<file path="src/verilog/nic_phy_pkg.sv">
package nic_phy_pkg;

	////////////////////////////////////////
	// EEPROM geometry and contents

	localparam int EE_ADDR_W = 6;
	localparam int EE_WORD_W = 16;
	localparam int EE_WORDS = 1 << EE_ADDR_W;

	localparam logic [1:0] EE_OP_READ = 2'b10;
	localparam logic [EE_WORD_W-1:0] EE_CHECKSUM = 16'hBABA;

	localparam logic [EE_ADDR_W-1:0] EE_ADDR_SUB_PID = 6'h0B;
	localparam logic [EE_ADDR_W-1:0] EE_ADDR_SUB_VID = 6'h0C;
	localparam logic [EE_ADDR_W-1:0] EE_ADDR_PID = 6'h0D;
	localparam logic [EE_ADDR_W-1:0] EE_ADDR_VID = 6'h0E;
	localparam logic [EE_ADDR_W-1:0] EE_ADDR_CSUM = 6'h3F;

	typedef logic [EE_WORDS-1:0][EE_WORD_W-1:0] ee_image_t;

	////////////////////////////////////////
	// GMII and PHY status

	typedef struct packed {
		logic [7:0] rxd;
		logic rx_dv;
		logic rx_er;
	} gmii_rx_t;

	typedef struct packed {
		logic [7:0] txd;
		logic tx_en;
		logic tx_er;
	} gmii_tx_t;

	typedef enum logic [1:0] {
		SPEED_10 = 2'b00,
		SPEED_100 = 2'b01,
		SPEED_1000 = 2'b10
	} link_speed_e;

	typedef struct packed {
		logic up;
		link_speed_e speed;
	} phy_status_t;

	// Word that brings the image sum to EE_CHECKSUM, checksum slot excluded
	function automatic logic [EE_WORD_W-1:0] ee_checksum(input ee_image_t image);
		logic [EE_WORD_W-1:0] sum;
		sum = '0;
		for (int i = 0; i < EE_WORDS; i++) begin
			if (i != int'(EE_ADDR_CSUM)) begin
				sum = sum + image[i];
			end
		end
		return EE_CHECKSUM - sum;
	endfunction

endpackage

</file>
<file path="src/verilog/config_rom.sv">
module config_rom #(
	parameter logic [23:0] MAC_OUI = 24'hEC3F05,
	parameter logic [23:0] MAC_NIC = 24'h5A0001,
	parameter logic [15:0] SUB_PID = 16'h6120,
	parameter logic [15:0] SUB_VID = 16'hFACE,
	parameter logic [15:0] PID = 16'hABCD,
	parameter logic [15:0] VID = 16'h8086
) (
	input  logic clk_i,
	input  logic rst_n_i,
	input  logic rd_en_i,
	input  logic [nic_phy_pkg::EE_ADDR_W-1:0] rd_addr_i,
	output logic [nic_phy_pkg::EE_WORD_W-1:0] rd_data_o
);
	import nic_phy_pkg::*;

	// MAC bytes b0..b5 from the top down
	localparam logic [47:0] MAC = {MAC_OUI, MAC_NIC};

	ee_image_t image;

	always_comb begin
		image = '0;
		// Word k is {b(2k+1), b(2k)}
		for (int k = 0; k < 3; k++) begin
			image[k] = {MAC[39-16*k -: 8], MAC[47-16*k -: 8]};
		end
		image[EE_ADDR_SUB_PID] = SUB_PID;
		image[EE_ADDR_SUB_VID] = SUB_VID;
		image[EE_ADDR_PID] = PID;
		image[EE_ADDR_VID] = VID;
		image[EE_ADDR_CSUM] = ee_checksum(image);
	end

	always_ff @(posedge clk_i or negedge rst_n_i) begin
		if (!rst_n_i) begin
			rd_data_o <= '0;
		end else if (rd_en_i) begin
			rd_data_o <= image[rd_addr_i];
		end
	end

	// Requester must leave a gap between reads
	a_rd_en_gap: assert property (
		@(posedge clk_i) disable iff (!rst_n_i)
		rd_en_i |=> !rd_en_i
	);

endmodule

</file>
<file path="src/verilog/eeprom_emu.sv">
module eeprom_emu (
	input  logic clk_i,
	input  logic rst_n_i,
	input  logic sk_i,
	input  logic cs_i,
	input  logic di_i,
	output logic do_o,
	output logic rom_rd_en_o,
	output logic [nic_phy_pkg::EE_ADDR_W-1:0] rom_addr_o,
	input  logic [nic_phy_pkg::EE_WORD_W-1:0] rom_data_i
);
	import nic_phy_pkg::*;

	// Start bit, two opcode bits, then the address
	localparam int CMD_BITS = 3 + EE_ADDR_W;
	localparam int DATA_END = CMD_BITS + EE_WORD_W;

	logic [2:0] sk_q;
	logic [1:0] cs_q;
	logic [1:0] di_q;
	logic sk_rise;
	logic cs_s;
	logic di_s;

	logic [4:0] bit_cnt;
	logic [EE_ADDR_W:0] cmd_q;
	logic [EE_WORD_W-1:0] data_q;
	logic frame_rd;

	////////////////////////////////////////
	// Pin synchronizers

	always_ff @(posedge clk_i or negedge rst_n_i) begin
		if (!rst_n_i) begin
			sk_q <= '0;
			cs_q <= '0;
			di_q <= '0;
		end else begin
			sk_q <= {sk_q[1:0], sk_i};
			cs_q <= {cs_q[0], cs_i};
			di_q <= {di_q[0], di_i};
		end
	end

	assign sk_rise = sk_q[1] & ~sk_q[2];
	assign cs_s = cs_q[1];
	assign di_s = di_q[1];

	////////////////////////////////////////
	// Command decode and shift out

	always_ff @(posedge clk_i or negedge rst_n_i) begin
		if (!rst_n_i) begin
			bit_cnt <= '0;
			cmd_q <= '0;
			data_q <= '0;
			frame_rd <= 1'b0;
			rom_rd_en_o <= 1'b0;
			rom_addr_o <= '0;
			do_o <= 1'b0;
		end else if (!cs_s) begin
			bit_cnt <= '0;
			frame_rd <= 1'b0;
			rom_rd_en_o <= 1'b0;
			do_o <= 1'b0;
		end else begin
			rom_rd_en_o <= 1'b0;
			if (sk_rise) begin
				// Leading zeros before the start bit are ignored
				if (bit_cnt != '1 && (bit_cnt != '0 || di_s)) begin
					bit_cnt <= bit_cnt + 5'd1;
				end
				if (bit_cnt >= 5'd1 && bit_cnt < 5'(CMD_BITS - 1)) begin
					cmd_q <= {cmd_q[EE_ADDR_W-1:0], di_s};
				end

				if (bit_cnt == 5'(CMD_BITS - 1) && cmd_q[EE_ADDR_W -: 2] == EE_OP_READ) begin
					rom_rd_en_o <= 1'b1;
					rom_addr_o <= {cmd_q[EE_ADDR_W-2:0], di_s};
					frame_rd <= 1'b1;
					// Dummy zero ahead of the data
					do_o <= 1'b0;
				end else if (frame_rd && bit_cnt == 5'(CMD_BITS)) begin
					do_o <= rom_data_i[EE_WORD_W-1];
					data_q <= {rom_data_i[EE_WORD_W-2:0], 1'b0};
				end else if (frame_rd && bit_cnt < 5'(DATA_END)) begin
					do_o <= data_q[EE_WORD_W-1];
					data_q <= {data_q[EE_WORD_W-2:0], 1'b0};
				end else begin
					do_o <= 1'b0;
				end
			end
		end
	end

	a_one_read_per_frame: assert property (
		@(posedge clk_i) disable iff (!rst_n_i)
		rom_rd_en_o |-> !$past(frame_rd)
	);

	// Low cs pin reaches do_o through the synchronizer
	a_do_idle: assert property (
		@(posedge clk_i) disable iff (!rst_n_i)
		!$past(cs_i, 3) |-> !do_o
	);

endmodule

</file>
<file path="src/verilog/gmii_port_mux.sv">
module gmii_port_mux (
	input  logic clk_i,
	input  logic rst_n_i,
	input  logic active_port_i,
	input  nic_phy_pkg::gmii_rx_t phy0_rx_i,
	input  nic_phy_pkg::gmii_rx_t phy1_rx_i,
	input  nic_phy_pkg::gmii_tx_t mac_tx_i,
	output nic_phy_pkg::gmii_rx_t mac_rx_o,
	output nic_phy_pkg::gmii_tx_t phy0_tx_o,
	output nic_phy_pkg::gmii_tx_t phy1_tx_o
);
	import nic_phy_pkg::*;

	gmii_rx_t rx_sel;
	gmii_tx_t tx0_next;
	gmii_tx_t tx1_next;

	assign rx_sel = active_port_i ? phy1_rx_i : phy0_rx_i;

	// Standby port sees an idle transmitter
	assign tx0_next = active_port_i ? gmii_tx_t'('0) : mac_tx_i;
	assign tx1_next = active_port_i ? mac_tx_i : gmii_tx_t'('0);

	always_ff @(posedge clk_i or negedge rst_n_i) begin
		if (!rst_n_i) begin
			mac_rx_o <= '0;
			phy0_tx_o <= '0;
			phy1_tx_o <= '0;
		end else begin
			mac_rx_o <= rx_sel;
			phy0_tx_o <= tx0_next;
			phy1_tx_o <= tx1_next;
		end
	end

endmodule

</file>
<file path="src/verilog/nic_phy_top.sv">
module nic_phy_top #(
	parameter logic [23:0] MAC_OUI = 24'hEC3F05,
	parameter logic [23:0] MAC_NIC = 24'h5A0001,
	parameter logic [15:0] SUB_PID = 16'h6120,
	parameter logic [15:0] SUB_VID = 16'hFACE,
	parameter logic [15:0] PID = 16'hABCD,
	parameter logic [15:0] VID = 16'h8086,
	parameter int HOLDOFF_CYCLES = 16
) (
	input  logic clk_i,
	input  logic rst_n_i,
	// Microwire from the MAC
	input  logic ee_sk_i,
	input  logic ee_cs_i,
	input  logic ee_di_i,
	output logic ee_do_o,
	// PHY ports
	input  nic_phy_pkg::phy_status_t phy0_status_i,
	input  nic_phy_pkg::phy_status_t phy1_status_i,
	input  nic_phy_pkg::gmii_rx_t phy0_rx_i,
	input  nic_phy_pkg::gmii_rx_t phy1_rx_i,
	output nic_phy_pkg::gmii_tx_t phy0_tx_o,
	output nic_phy_pkg::gmii_tx_t phy1_tx_o,
	// MAC side
	input  nic_phy_pkg::gmii_tx_t mac_tx_i,
	output nic_phy_pkg::gmii_rx_t mac_rx_o,
	output logic active_port_o,
	output logic link_up_o,
	output nic_phy_pkg::link_speed_e speed_o,
	output logic link_change_o
);
	import nic_phy_pkg::*;

	logic rom_rd_en;
	logic [EE_ADDR_W-1:0] rom_addr;
	logic [EE_WORD_W-1:0] rom_data;
	logic active_port;

	////////////////////////////////////////
	// EEPROM emulation

	config_rom #(
		.MAC_OUI(MAC_OUI),
		.MAC_NIC(MAC_NIC),
		.SUB_PID(SUB_PID),
		.SUB_VID(SUB_VID),
		.PID(PID),
		.VID(VID)
	) u_config_rom (
		.clk_i(clk_i),
		.rst_n_i(rst_n_i),
		.rd_en_i(rom_rd_en),
		.rd_addr_i(rom_addr),
		.rd_data_o(rom_data)
	);

	eeprom_emu u_eeprom_emu (
		.clk_i(clk_i),
		.rst_n_i(rst_n_i),
		.sk_i(ee_sk_i),
		.cs_i(ee_cs_i),
		.di_i(ee_di_i),
		.do_o(ee_do_o),
		.rom_rd_en_o(rom_rd_en),
		.rom_addr_o(rom_addr),
		.rom_data_i(rom_data)
	);

	////////////////////////////////////////
	// Dual PHY failover

	phy_failover #(
		.HOLDOFF_CYCLES(HOLDOFF_CYCLES)
	) u_phy_failover (
		.clk_i(clk_i),
		.rst_n_i(rst_n_i),
		.phy0_status_i(phy0_status_i),
		.phy1_status_i(phy1_status_i),
		.active_port_o(active_port),
		.link_up_o(link_up_o),
		.speed_o(speed_o),
		.link_change_o(link_change_o)
	);

	assign active_port_o = active_port;

	gmii_port_mux u_gmii_port_mux (
		.clk_i(clk_i),
		.rst_n_i(rst_n_i),
		.active_port_i(active_port),
		.phy0_rx_i(phy0_rx_i),
		.phy1_rx_i(phy1_rx_i),
		.mac_tx_i(mac_tx_i),
		.mac_rx_o(mac_rx_o),
		.phy0_tx_o(phy0_tx_o),
		.phy1_tx_o(phy1_tx_o)
	);

endmodule

</file>
<file path="src/verilog/phy_failover.sv">
module phy_failover #(
	parameter int HOLDOFF_CYCLES = 16
) (
	input  logic clk_i,
	input  logic rst_n_i,
	input  nic_phy_pkg::phy_status_t phy0_status_i,
	input  nic_phy_pkg::phy_status_t phy1_status_i,
	output logic active_port_o,
	output logic link_up_o,
	output nic_phy_pkg::link_speed_e speed_o,
	output logic link_change_o
);
	import nic_phy_pkg::*;

	localparam int CNT_W = $clog2(HOLDOFF_CYCLES + 1);

	phy_status_t act_st;
	phy_status_t stby_st;
	phy_status_t next_st;
	logic fail_cond;
	logic switch_now;
	logic [CNT_W-1:0] holdoff_cnt;
	logic link_up_q;
	logic active_q;

	assign act_st = active_port_o ? phy1_status_i : phy0_status_i;
	assign stby_st = active_port_o ? phy0_status_i : phy1_status_i;

	// Active down and standby up, nothing happens with both down
	assign fail_cond = !act_st.up && stby_st.up;
	assign switch_now = fail_cond && (holdoff_cnt == CNT_W'(HOLDOFF_CYCLES - 1));

	// Status of whichever port is active after this edge
	assign next_st = switch_now ? stby_st : act_st;

	always_ff @(posedge clk_i or negedge rst_n_i) begin
		if (!rst_n_i) begin
			holdoff_cnt <= '0;
			active_port_o <= 1'b0;
		end else if (!fail_cond || switch_now) begin
			holdoff_cnt <= '0;
			if (switch_now) begin
				active_port_o <= !active_port_o;
			end
		end else begin
			holdoff_cnt <= holdoff_cnt + 1'b1;
		end
	end

	////////////////////////////////////////
	// Merged status and change pulse

	always_ff @(posedge clk_i or negedge rst_n_i) begin
		if (!rst_n_i) begin
			link_up_o <= 1'b0;
			speed_o <= SPEED_10;
			link_up_q <= 1'b0;
			active_q <= 1'b0;
			link_change_o <= 1'b0;
		end else begin
			link_up_o <= next_st.up;
			speed_o <= next_st.speed;
			link_up_q <= link_up_o;
			active_q <= active_port_o;
			link_change_o <= (link_up_o != link_up_q) || (active_port_o != active_q);
		end
	end

	a_change_single: assert property (
		@(posedge clk_i) disable iff (!rst_n_i)
		link_change_o |=> !link_change_o
	);

	a_switch_from_down: assert property (
		@(posedge clk_i) disable iff (!rst_n_i)
		$changed(active_port_o) |-> !$past(act_st.up)
	);

endmodule
</file>
<file path="config.mk">
export PLATFORM = sky130hd
export DESIGN_NAME = nic_phy_top
export DESIGN_NICKNAME = d
export VERILOG_FILES = /design/src/verilog/nic_phy_pkg.sv /design/src/verilog/config_rom.sv /design/src/verilog/eeprom_emu.sv /design/src/verilog/gmii_port_mux.sv /design/src/verilog/nic_phy_top.sv /design/src/verilog/phy_failover.sv
export SDC_FILE = /design/constraint.sdc
export NUM_CORES = 1
export LEC_CHECK = 0
export BUFFER_PORTS_ARGS = -buffer_cell sky130_fd_sc_hd__buf_2
export CORE_AREA = 8 8 114 116
export CTS_CLUSTER_DIAMETER = 100
export CTS_CLUSTER_SIZE = 25
export DETAILED_ROUTE_END_ITERATION = 10
export DIE_AREA = 0 0 122 124
export PLACE_DENSITY = 0.58
export SLEW_MARGIN = 20
export SYNTH_ARGS = -nofsm -noshare
export SYNTH_HDL_FRONTEND = slang
export SYNTH_SLANG_ARGS = --single-unit
</file>
<file path="constraint.sdc">
create_clock -name clk_i -period 1.92 [get_ports clk_i]
set_input_delay 0.192 -clock clk_i [delete_from_list [all_inputs] [get_ports clk_i]]
set_output_delay 0.192 -clock clk_i [all_outputs]
set_load 0.1 [all_outputs]
</file>
==> out/metrics.yaml, run 1 <==
finish:
  n_fill_cell: 1028
  regArea_mm2: 0.002505
  nNetsFinal: 462
  antenna_cells: 0
  multi_input_area_mm2: 0.001498
  fin_util_pct: 45.69
  final_cell_area_mm2: 0.005106
  drive_gt1_share_pct: 39.52
  syn2layout_area_growth_pct: 23.26
critical_path:
  rr_endpoint: "u_eeprom_emu.data_q[14]"
  critPathKind: "flip-flop to flip-flop"
  worstSetupEndpointType: "flip-flop"
  cp.required_ps: 2140
  startpoint_type: "flip-flop"
  critical_path.max_fanout: 16
  timing.rr.start: "u_eeprom_emu.bit_cnt[0]"
  arrival_ps: 2060
  ff2ff_path_depth: 6
  rrSetupSlack_ps: 80
sta:
  hold_viol_final: 0
  tightestPinTransition_ps: 581.1
  setup_tns_ps: 0
  fmax_ghz: 0.5444
  holdWs_ps: 66.08
  period_share_pct: 95.67
  slew_viol_final: 0
  rsz0062_at_grt: "true"
  maxSlewHeadroom_pct: 61.26
  fin_crit_ps: 1837
  fin_skew_ps: 9.699
  setup_viol: 0
flow_run:
  maxCapViolCount: 0
clock_network:
  ctsRootBufferMaster: "clkbuf_16"
  cts_tree: "yes"
  htreeDepth: 3
  clock_latency_ps: 340
  clock_path_buffers: 2
  cts_made_buffers: 9
  path_clk_slew_ps: 70
  cts.sinks: 100
min_path:
  hold_class: "input port to flip-flop"
  hold_depth: 2
  hp-start: "mac_tx_i[0]"
  hold_end: "u_gmii_port_mux.phy1_tx_o[0]"
floorplanning:
  ios: 77
  die_area_mm2: 0.01513
  die_x_um: 122
  start_util_pct: 37.07
  rows: 39
  core_mm2: 0.01117
  die_y_um: 124
logic_synthesis:
  avgSynthCellArea_um2: 12.67
  seq_area_frac_synth_pct: 60.40
  synth_cell_types: 46
  synth_seq_cells: 100
  ys.warnings.count: 0
  syn_area_mm2: 0.004143
  synth_ff_type: "dfrtp_1"
  synth_edf_count: 0
  synth-async-reset-ratio_pct: 100.0
  synthesis.nets: 374
  synthCells: 327
global_route:
  grt_pass1_wl_um: 14010
  grt_overflow: 0
  grt_usage_pct: 11.92
  antenna_found_initial: 0
  grt_max_degree: 43
  grt_pass1_vias: 2942
route:
  drtAntennaViolNets: 0
  drc: 0
  drtIter0Drc: 101
  via_per_inst: 4.837
  drt_wl_total_um: 8207
  wire_per_inst_um: 14.58
  num_vias: 2723
  dr.pass1.iters: 4
run_status:
  status: "finished, final reports clean"
placed_design:
  port-buffer-count: 76
  hpwl_um: 5817
  gp_congestion: 0.7835
  post_dp_cell_area_mm2: 0.004731
power_and_ir_drop:
  power_uw: 4337
  p_per_area_mw_per_mm2: 849.4
  ir_drop_mv: 0.6374
  p_leak_uw: 0.002542
==> worst max-delay path by stage <==
stage               depth (start not counted)               startpoint                          to
floorplan                                   8  u_eeprom_emu.bit_cnt[0]     u_eeprom_emu.data_q[10]
global route                                7  u_eeprom_emu.bit_cnt[1]     u_eeprom_emu.bit_cnt[3]
detailed placement                          5  u_eeprom_emu.bit_cnt[0]       u_eeprom_emu.cmd_q[4]
finish                                      6  u_eeprom_emu.bit_cnt[0]     u_eeprom_emu.data_q[14]
CTS                                         7  u_eeprom_emu.bit_cnt[1]  u_eeprom_emu.rom_addr_o[3]
global placement                            5  u_eeprom_emu.bit_cnt[0]       u_eeprom_emu.cmd_q[4]
==> per-stage QoR <==
step	setup WS, ps	instances
after CTS	11.64	561
final	83.17	563
after global placement	20.07	541
after global routing	-1.650	563
after floorplan	40.68	327
after detailed placement	-58.90	541
==> power breakdown <==
part | switching [uW] | total (uW) | internal (uW)
logic | 320 | 443 | 123
clock network | 767 | 1690 | 924
registers | 32.8 | 2200 | 2170
total | 1120 | 4340 | 3220
==> sequential cells by signal, summed over array words and instances (netlist names), 2 cells and up <==
name and count:
u_config_rom.rd_data_o 15, u_eeprom_emu.bit_cnt 5, u_gmii_port_mux.phy0_tx_o 10, u_eeprom_emu.rom_addr_o 6, u_eeprom_emu.data_q 15, u_eeprom_emu.cmd_q 7, u_phy_failover.holdoff_cnt 5, u_eeprom_emu.di_q 2
u_gmii_port_mux.phy1_tx_o 10, u_phy_failover.speed_o 2, u_gmii_port_mux.mac_rx_o 10, u_eeprom_emu.cs_q 2, u_eeprom_emu.sk_q 3
==> what timing repair did <==
item	in CTS	in global routing
endpoints found under the hold margin	41	0
pin swaps	1	2
hold buffers	4	0
endpoints found under the setup margin	19	22
setup buffers	0	2
resized for setup	2	8
==> final cells by class <==
type,count,area share [%]
inverter,23,1.691
tap,143,3.504
timing repair buffer,93,10.93
multi-input combinational,188,29.33
sequential,100,49.06
clock buffer,12,4.827
clock inverter,4,0.6616
==> cell families (layout without fill, tap and decap cells) <==
group           count (synthesis)  after routing  share of synthesized area [%]
buf+inv                        39            132                          4.077
flops                         100            100                          60.40
simple gates                   80             80                          11.18
fa+ha+maj                       6              6                          1.812
compound gates                 41             41                          6.524
xor+xnor                        7              7                          1.480
mux                            54             54                          14.53
==> placed cells by master, fill, tap and decap left out, types with 3 or more instances in the layout <==
cell type / instances
ha_1: 5
xnor2_1: 5
o21ai_0: 7
mux2i_1: 5
buf_4: 11
nand3_1: 5
nor2_1: 13
and2_1: 13
o22ai_1: 6
dfrtp_1: 98
nor4_1: 3
nand2_1: 10
buf_2: 75
mux2_2: 49
dlygate4sd3_1: 4
clkbuf_16: 9
nor3_1: 6
nand2b_1: 4
buf_12: 3
a21oi_1: 12
inv_1: 22
nor2b_1: 12
==> Yosys cell counts, types with 2 or more instances <==
cell type	number	area, um^2
dfrtp_1	100	2502
mux2_2	49	551.8
inv_1	23	86.33
and2_1	13	81.33
nor2_1	13	48.80
nor2b_1	13	81.33
a21oi_1	12	60.06
clkbuf_1	11	41.29
nand2_1	10	37.54
o21ai_0	8	40.04
ha_1	6	75.07
nor3_1	6	30.03
o22ai_1	6	37.54
mux2i_1	5	50.05
nand3_1	5	25.02
xnor2_1	5	43.79
nand2b_1	4	25.02
nor4_1	3	18.77
a21o_1	2	15.01
and3_1	2	12.51
nand4_1	2	12.51
nor3b_1	2	15.01
o221ai_1	2	17.52
o32ai_1	2	17.52
xor2_1	2	17.52
==> layer usage <==
metal / global-route usage [%] / part of all wire, %
met5: 0 / 0
met3: 7.208 / 11
met4: 5.089 / 1.5
met2: 17.29 / 45
met1: 13.94 / 42
==> worst max-delay path, stage by stage (launching register included) <==
cell      delay [ps]
dfrtp_1          420
buf_4            170
ha_1             240
nand4b_4         120
buf_12           160
mux2_2           360
mux2_2           260
Note: power is estimated with default switching activity, not from simulation.
==> run 2, diff against run 1 <==
- CELL_PAD_IN_SITES_DETAIL_PLACEMENT: unset -> 2
- CELL_PAD_IN_SITES_GLOBAL_PLACEMENT: unset -> 2
- CORE_AREA: 8 8 114 116 -> 8 8 128 118
- CTS_CLUSTER_SIZE: 25 -> 12
- DIE_AREA: 0 0 122 124 -> 0 0 136 126
- PLACE_DENSITY: 0.58 -> 0.72
==> run 2 against run 1 <==
- the flow now finishes with violations (negative setup slack)
- non-clock buffer count is 11 higher
- die area is 13% higher
- sequential share of layout area is 2.2 points lower
- hold slack worse by 7.0 ps
- via count is 5.6% higher
- first-iteration DRC count is 9.9% higher
- sequential power hardly changed
- cell count is 6.4% higher
- combinational power is 6.3% higher
- clock power is 4% higher
- critical path type unchanged
==> out/metrics.yaml, run 2 (synthesis gave the netlist of run 1 again) <==
sta:
  fmax_ghz: 0.5150
  timing.final.ws_setup_ps: -21.68
  fin_crit_ps: 1942
  slew_viol_final: 0
  holdWs_ps: 59.04
  maxSlewHeadroom_pct: 64.49
  period_share_pct: 101.1
  tightestPinTransition_ps: 527.8
  setup_viol: 4
  setup_tns_ps: -45.78
  hold_viol_final: 0
  fin_skew_ps: 17.39
clock_network:
  htreeDepth: 3
  clock_path_buffers: 2
  cts.sinks: 100
  cts_made_buffers: 9
  ctsRootBufferMaster: "clkbuf_16"
  path_clk_slew_ps: 80
  cts_tree: "yes"
  clock_latency_ps: 350
critical_path:
  max_stage_delay_ps: 440
  worstSetupEndpointType: "flip-flop"
  crit_top_cell: "buf_4"
  arrival_ps: 2170
  timing.rr.start: "u_eeprom_emu.bit_cnt[0]"
  ff2ff_path_depth: 6
  cp.required_ps: 2150
  rr_endpoint: "u_eeprom_emu.cmd_q[4]"
  crit_slowest_cell: "dfrtp_2"
  worstPathCellList: "buf_4 > ha_2 > nor4_2 > nor4_4 > buf_4 > mux2_2"
  critical_path.max_fanout: 7
  startpoint_type: "flip-flop"
  critPathKind: "flip-flop to flip-flop"
  rrSetupSlack_ps: -20
route:
  dr.pass1.iters: 3
  drtAntennaViolNets: 0
  wire_per_inst_um: 18.38
  via_per_inst: 4.801
  drc: 0
  drt_wl_total_um: 11010
  drtIter0Drc: 111
  num_vias: 2876
power_and_ir_drop:
  power_uw: 4434
  pwr-share-clk_pct: 39.5
  p_leak_uw: 0.002624
  power_frac_comb_pct: 10.6
  ir_drop_mv: 0.5074
  p_per_area_mw_per_mm2: 829.6
  power.switching_uw: 1208
  sequentialPowerShare_pct: 49.9
  p_sw_share_pct: 27.25
  p_int_uw: 3226
finish:
  antenna_cells: 0
  drive_gt1_share_pct: 43.39
  mostFrequentLayoutCell: "dfrtp_1"
  reg.largest.list: "u_config_rom.rd_data_o: 15 flops, u_eeprom_emu.data_q: 15 flops"
  final_cell_mix: "dfrtp_1, buf_2, mux2_2"
  n_fill_cell: 1343
  fin_util_pct: 41.07
  syn2layout_area_growth_pct: 28.99
  nNetsFinal: 473
run_status:
  violations: "negative setup slack"
  status: "finished, violations left"
floorplanning:
  die_y_um: 126
  core_mm2: 0.01301
  die_x_um: 136
  rows: 40
  die_area_mm2: 0.01714
  start_util_pct: 31.84
  ios: 77
min_path:
  hp-start: "mac_tx_i[9]"
  hold_class: "input port to flip-flop"
  hold_end: "u_gmii_port_mux.phy1_tx_o[9]"
  hold_depth: 2
global_route:
  grt_overflow: 0
  grt_max_degree: 53
  grt_usage_pct: 13.12
  antenna_found_initial: 0
  grt_pass1_wl_um: 17890
  grt_pass1_vias: 3369
flow_run:
  maxCapViolCount: 0
placed_design:
  gp_congestion: 0.7353
  hpwl_um: 7421
  port-buffer-count: 76
## run 2: cell count changes in the layout (fill, tap and decap cells not counted), moves of 3 or more
cell    change
ha_1        -5
mux2_4     +13
ha_2        +3
buf_4      +10
mux2_2     -13
## run 2: worst max path at each step
stage	slack, ps	cells past startpoint	end	start
finish	-20	6	u_eeprom_emu.cmd_q[4]	u_eeprom_emu.bit_cnt[0]
global route	-70	6	u_eeprom_emu.cmd_q[4]	u_eeprom_emu.bit_cnt[0]
CTS	3	7	u_eeprom_emu.bit_cnt[3]	u_eeprom_emu.bit_cnt[0]
detailed placement	-120	7	u_eeprom_emu.bit_cnt[3]	u_eeprom_emu.bit_cnt[1]
global placement	-20	7	u_eeprom_emu.bit_cnt[3]	u_eeprom_emu.bit_cnt[0]
floorplan	40	8	u_eeprom_emu.data_q[10]	u_eeprom_emu.bit_cnt[0]
## run 2: final cells by class
class                           instances  area, um^2  share of cell area [%]
Sequential cell                       100        2505                   46.87
Multi-Input combinational cell        188        1602                   29.97
Timing Repair Buffer                  104       658.1                   12.32
Clock buffer                           10       239.0                   4.472
Tap cell                              168       210.2                   3.934
Inverter                               23       86.33                   1.616
Clock inverter                          6       43.79                  0.8195
## run 2: layer usage
| layer | vias to the layer above | GRT usage, % | share of wire, % |
|---|---|---|---|
| li1 | 1315 | - | - |
| met1 | 1470 | 14.81 | 40 |
| met2 | 76 | 21.06 | 50 |
| met3 | 15 | 6.757 | 8.1 |
| met4 | 0 | 4.067 | 1.9 |
| met5 | - | 0 | 0 |
## run 2: critical path: cells and delay by family (launching register included)
kind                     cells  cell delay [ps]
flip-flops                   1              440
buffers and inverters        2              360
adder cells (fa/ha/maj)      1              220
multiplexers                 1              280
AND/OR/NAND/NOR              2              510
## run 2: power groups by stage
stage	sequential, uW	combinational [uW]	clock, uW
global placement	2240	429	0
CTS	2210	462	1820
floorplan	2450	76.0	0
global route	2220	502	1890
detailed placement	2250	446	0
finish	2210	471	1750
## run 2: through the flow
stage	instance area, um^2	setup WS, ps	cells
2_1_floorplan	4144	40.68	327
3_3_place_gp	4782	-22.60	567
3_5_place_dp	4782	-116.9	567
4_1_cts	5156	2.891	591
5_1_grt	5344	-71.86	599
6_report	5344	-21.68	599
## run 2: repair_timing
action                     4_1_cts  5_1_grt
buffers inserted                 4        7
hold buffers                     4        0
gates cloned                     0        1
gates resized for setup          5       29
setup endpoints to repair       29       33
hold endpoints to repair        26        0
pin swaps                        2        6
==> run 3, diff against run 2 <==
- CORE_AREA: 8 8 128 118 -> 8 8 122 124
- DIE_AREA: 0 0 136 126 -> 0 0 130 132
==> run 3 against run 2 <==
- the flow now finishes without violations
- highest routed layer unchanged
- wire length shrank 4.7%
- non-clock buffer count shrank 5
- sequential cell count is the same
- critical path type unchanged
- largest cell class unchanged
- core utilization shrank 0.70 points
- cell area shrank 1.9%
- setup slack gained 77 ps
- register-to-register slack gained 80 ps
==> out/metrics.yaml, run 3 (synthesis gave the netlist of run 1 again) <==
run_status:
  status: "finished, final reports clean"
sta:
  tightestPinTransition_ps: 544.0
  rsz0062_at_grt: "true"
  fmax_ghz: 0.5362
  fin_skew_ps: 7.766
  timing.final.ws_setup_ps: 55.03
  period_share_pct: 97.13
  maxSlewHeadroom_pct: 63.73
  setup_tns_ps: 0
  slew_viol_final: 0
  fin_crit_ps: 1865
  setup_viol: 0
  hold_viol_final: 0
route:
  drt_wl_total_um: 10490
  dr.pass1.iters: 4
  via_per_inst: 4.709
  drtIter0Drc: 80
  drtAntennaViolNets: 0
  num_vias: 2835
  wire_per_inst_um: 17.42
  drc: 0
finish:
  final_cell_area_mm2: 0.005240
  final_cell_mix: "dfrtp_1, buf_2, mux2_2"
  reg.largest.list: "u_config_rom.rd_data_o: 15 flops, u_eeprom_emu.data_q: 15 flops"
  syn2layout_area_growth_pct: 26.49
  fin_util_pct: 40.37
  drive_gt1_share_pct: 40.61
  mostFrequentLayoutCell: "dfrtp_1"
  antenna_cells: 0
  n_fill_cell: 1330
  nNetsFinal: 468
global_route:
  grt_pass1_vias: 3379
  grt_max_degree: 38
  antenna_found_initial: 0
  grt_usage_pct: 13.30
  grt_pass1_wl_um: 17890
  grt_overflow: 0
power_and_ir_drop:
  sequentialPowerShare_pct: 48.3
  ir_drop_mv: 0.6824
  power_frac_comb_pct: 10.1
  pwr-share-clk_pct: 41.6
  p_sw_share_pct: 26.85
  p_int_uw: 3343
  power.switching_uw: 1227
  power_uw: 4571
  p_leak_uw: 0.002598
  p_per_area_mw_per_mm2: 872.3
clock_network:
  htreeDepth: 3
  clock_path_buffers: 2
  cts.sinks: 100
  ctsRootBufferMaster: "clkbuf_16"
  clock_latency_ps: 350
  cts_tree: "yes"
  path_clk_slew_ps: 80
  cts_made_buffers: 9
floorplanning:
  rows: 42
  die_y_um: 132
  die_area_mm2: 0.01716
  start_util_pct: 31.92
  ios: 77
  die_x_um: 130
  core_mm2: 0.01298
min_path:
  hold_class: "input port to flip-flop"
  hold_end: "u_gmii_port_mux.phy1_tx_o[7]"
  hold_depth: 2
  hp-start: "mac_tx_i[7]"
critical_path:
  rrSetupSlack_ps: 60
  startpoint: "u_eeprom_emu.bit_cnt[3]"
  timing.rr.start: "u_eeprom_emu.bit_cnt[3]"
  arrival_ps: 2090
  startpoint_type: "flip-flop"
  rr_endpoint: "u_eeprom_emu.data_q[10]"
  cp.required_ps: 2140
  critPathKind: "flip-flop to flip-flop"
  ff2ff_path_depth: 5
  worstSetupEndpointType: "flip-flop"
  critical_path.max_fanout: 16
placed_design:
  post_dp_cell_area_mm2: 0.004785
  port-buffer-count: 76
  gp_congestion: 0.7753
  place_ws_ps: -84.89
  hpwl_um: 7486
flow_run:
  maxCapViolCount: 0
-- run 3: changes by cell type in the layout (fill, tap and decap cells not counted), moves of 3 or more --
cell and change:
mux2_2 +13, mux2_4 -13, buf_4 -5, ha_1 +5
ha_2 -3
-- run 3: power groups by stage --
stage | clock, uW | sequential [uW] | combinational [uW]
2_1_floorplan | 0 | 2450 | 76.0
3_3_place_gp | 0 | 2240 | 438
3_5_place_dp | 0 | 2250 | 450
4_1_cts | 1970 | 2210 | 465
5_1_grt | 2040 | 2220 | 494
6_report | 1900 | 2210 | 463
-- run 3: per-stage QoR --
stage	hold slack [ps]	cells
after detailed placement	216.0	574
final	58.88	602
after global routing	50.51	602
after CTS	41.61	599
after floorplan	-103.6	327
after global placement	216.8	574
-- run 3: worst max-delay path by stage --
stage,endpoint,cells after the start,slack (ps)
6_report,u_eeprom_emu.data_q[10],5,60
5_1_grt,u_eeprom_emu.bit_cnt[3],7,-20
4_1_cts,u_eeprom_emu.data_q[10],7,20
3_5_place_dp,u_eeprom_emu.cmd_q[2],5,-80
3_3_place_gp,u_phy_failover.speed_o[1],6,20
2_1_floorplan,u_eeprom_emu.data_q[10],8,40
-- run 3: repair_timing --
action,in CTS,in global routing
resized for setup,5,5
hold buffers,4,0
setup endpoints to repair,28,29
pin swaps,0,5
endpoints found under the hold margin,37,0
setup buffers,5,3
-- run 3: cell type report --
cell class	count	area [um^2]	area share [%]
Clock buffer	10	229.0	4.370
Multi-Input combinational cell	188	1505	28.72
Timing Repair Buffer	99	615.6	11.75
Clock inverter	6	78.83	1.504
Tap cell	176	220.2	4.202
Inverter	23	86.33	1.648
Sequential cell	100	2505	47.80
-- run 3: routing by layer --
metal | track usage [%] | share of wire, %
met1 | 14.50 | 40
met2 | 22.00 | 51
met3 | 7.079 | 8.7
met4 | 3.486 | 0.73
met5 | 0 | 0
-- run 3: worst max-delay path, stage by stage, from the launching register on --
cell     delay [ps]
dfrtp_1         490
and2b_2         300
a41oi_2         230
and3_4          230
buf_12          140
mux2_2          350
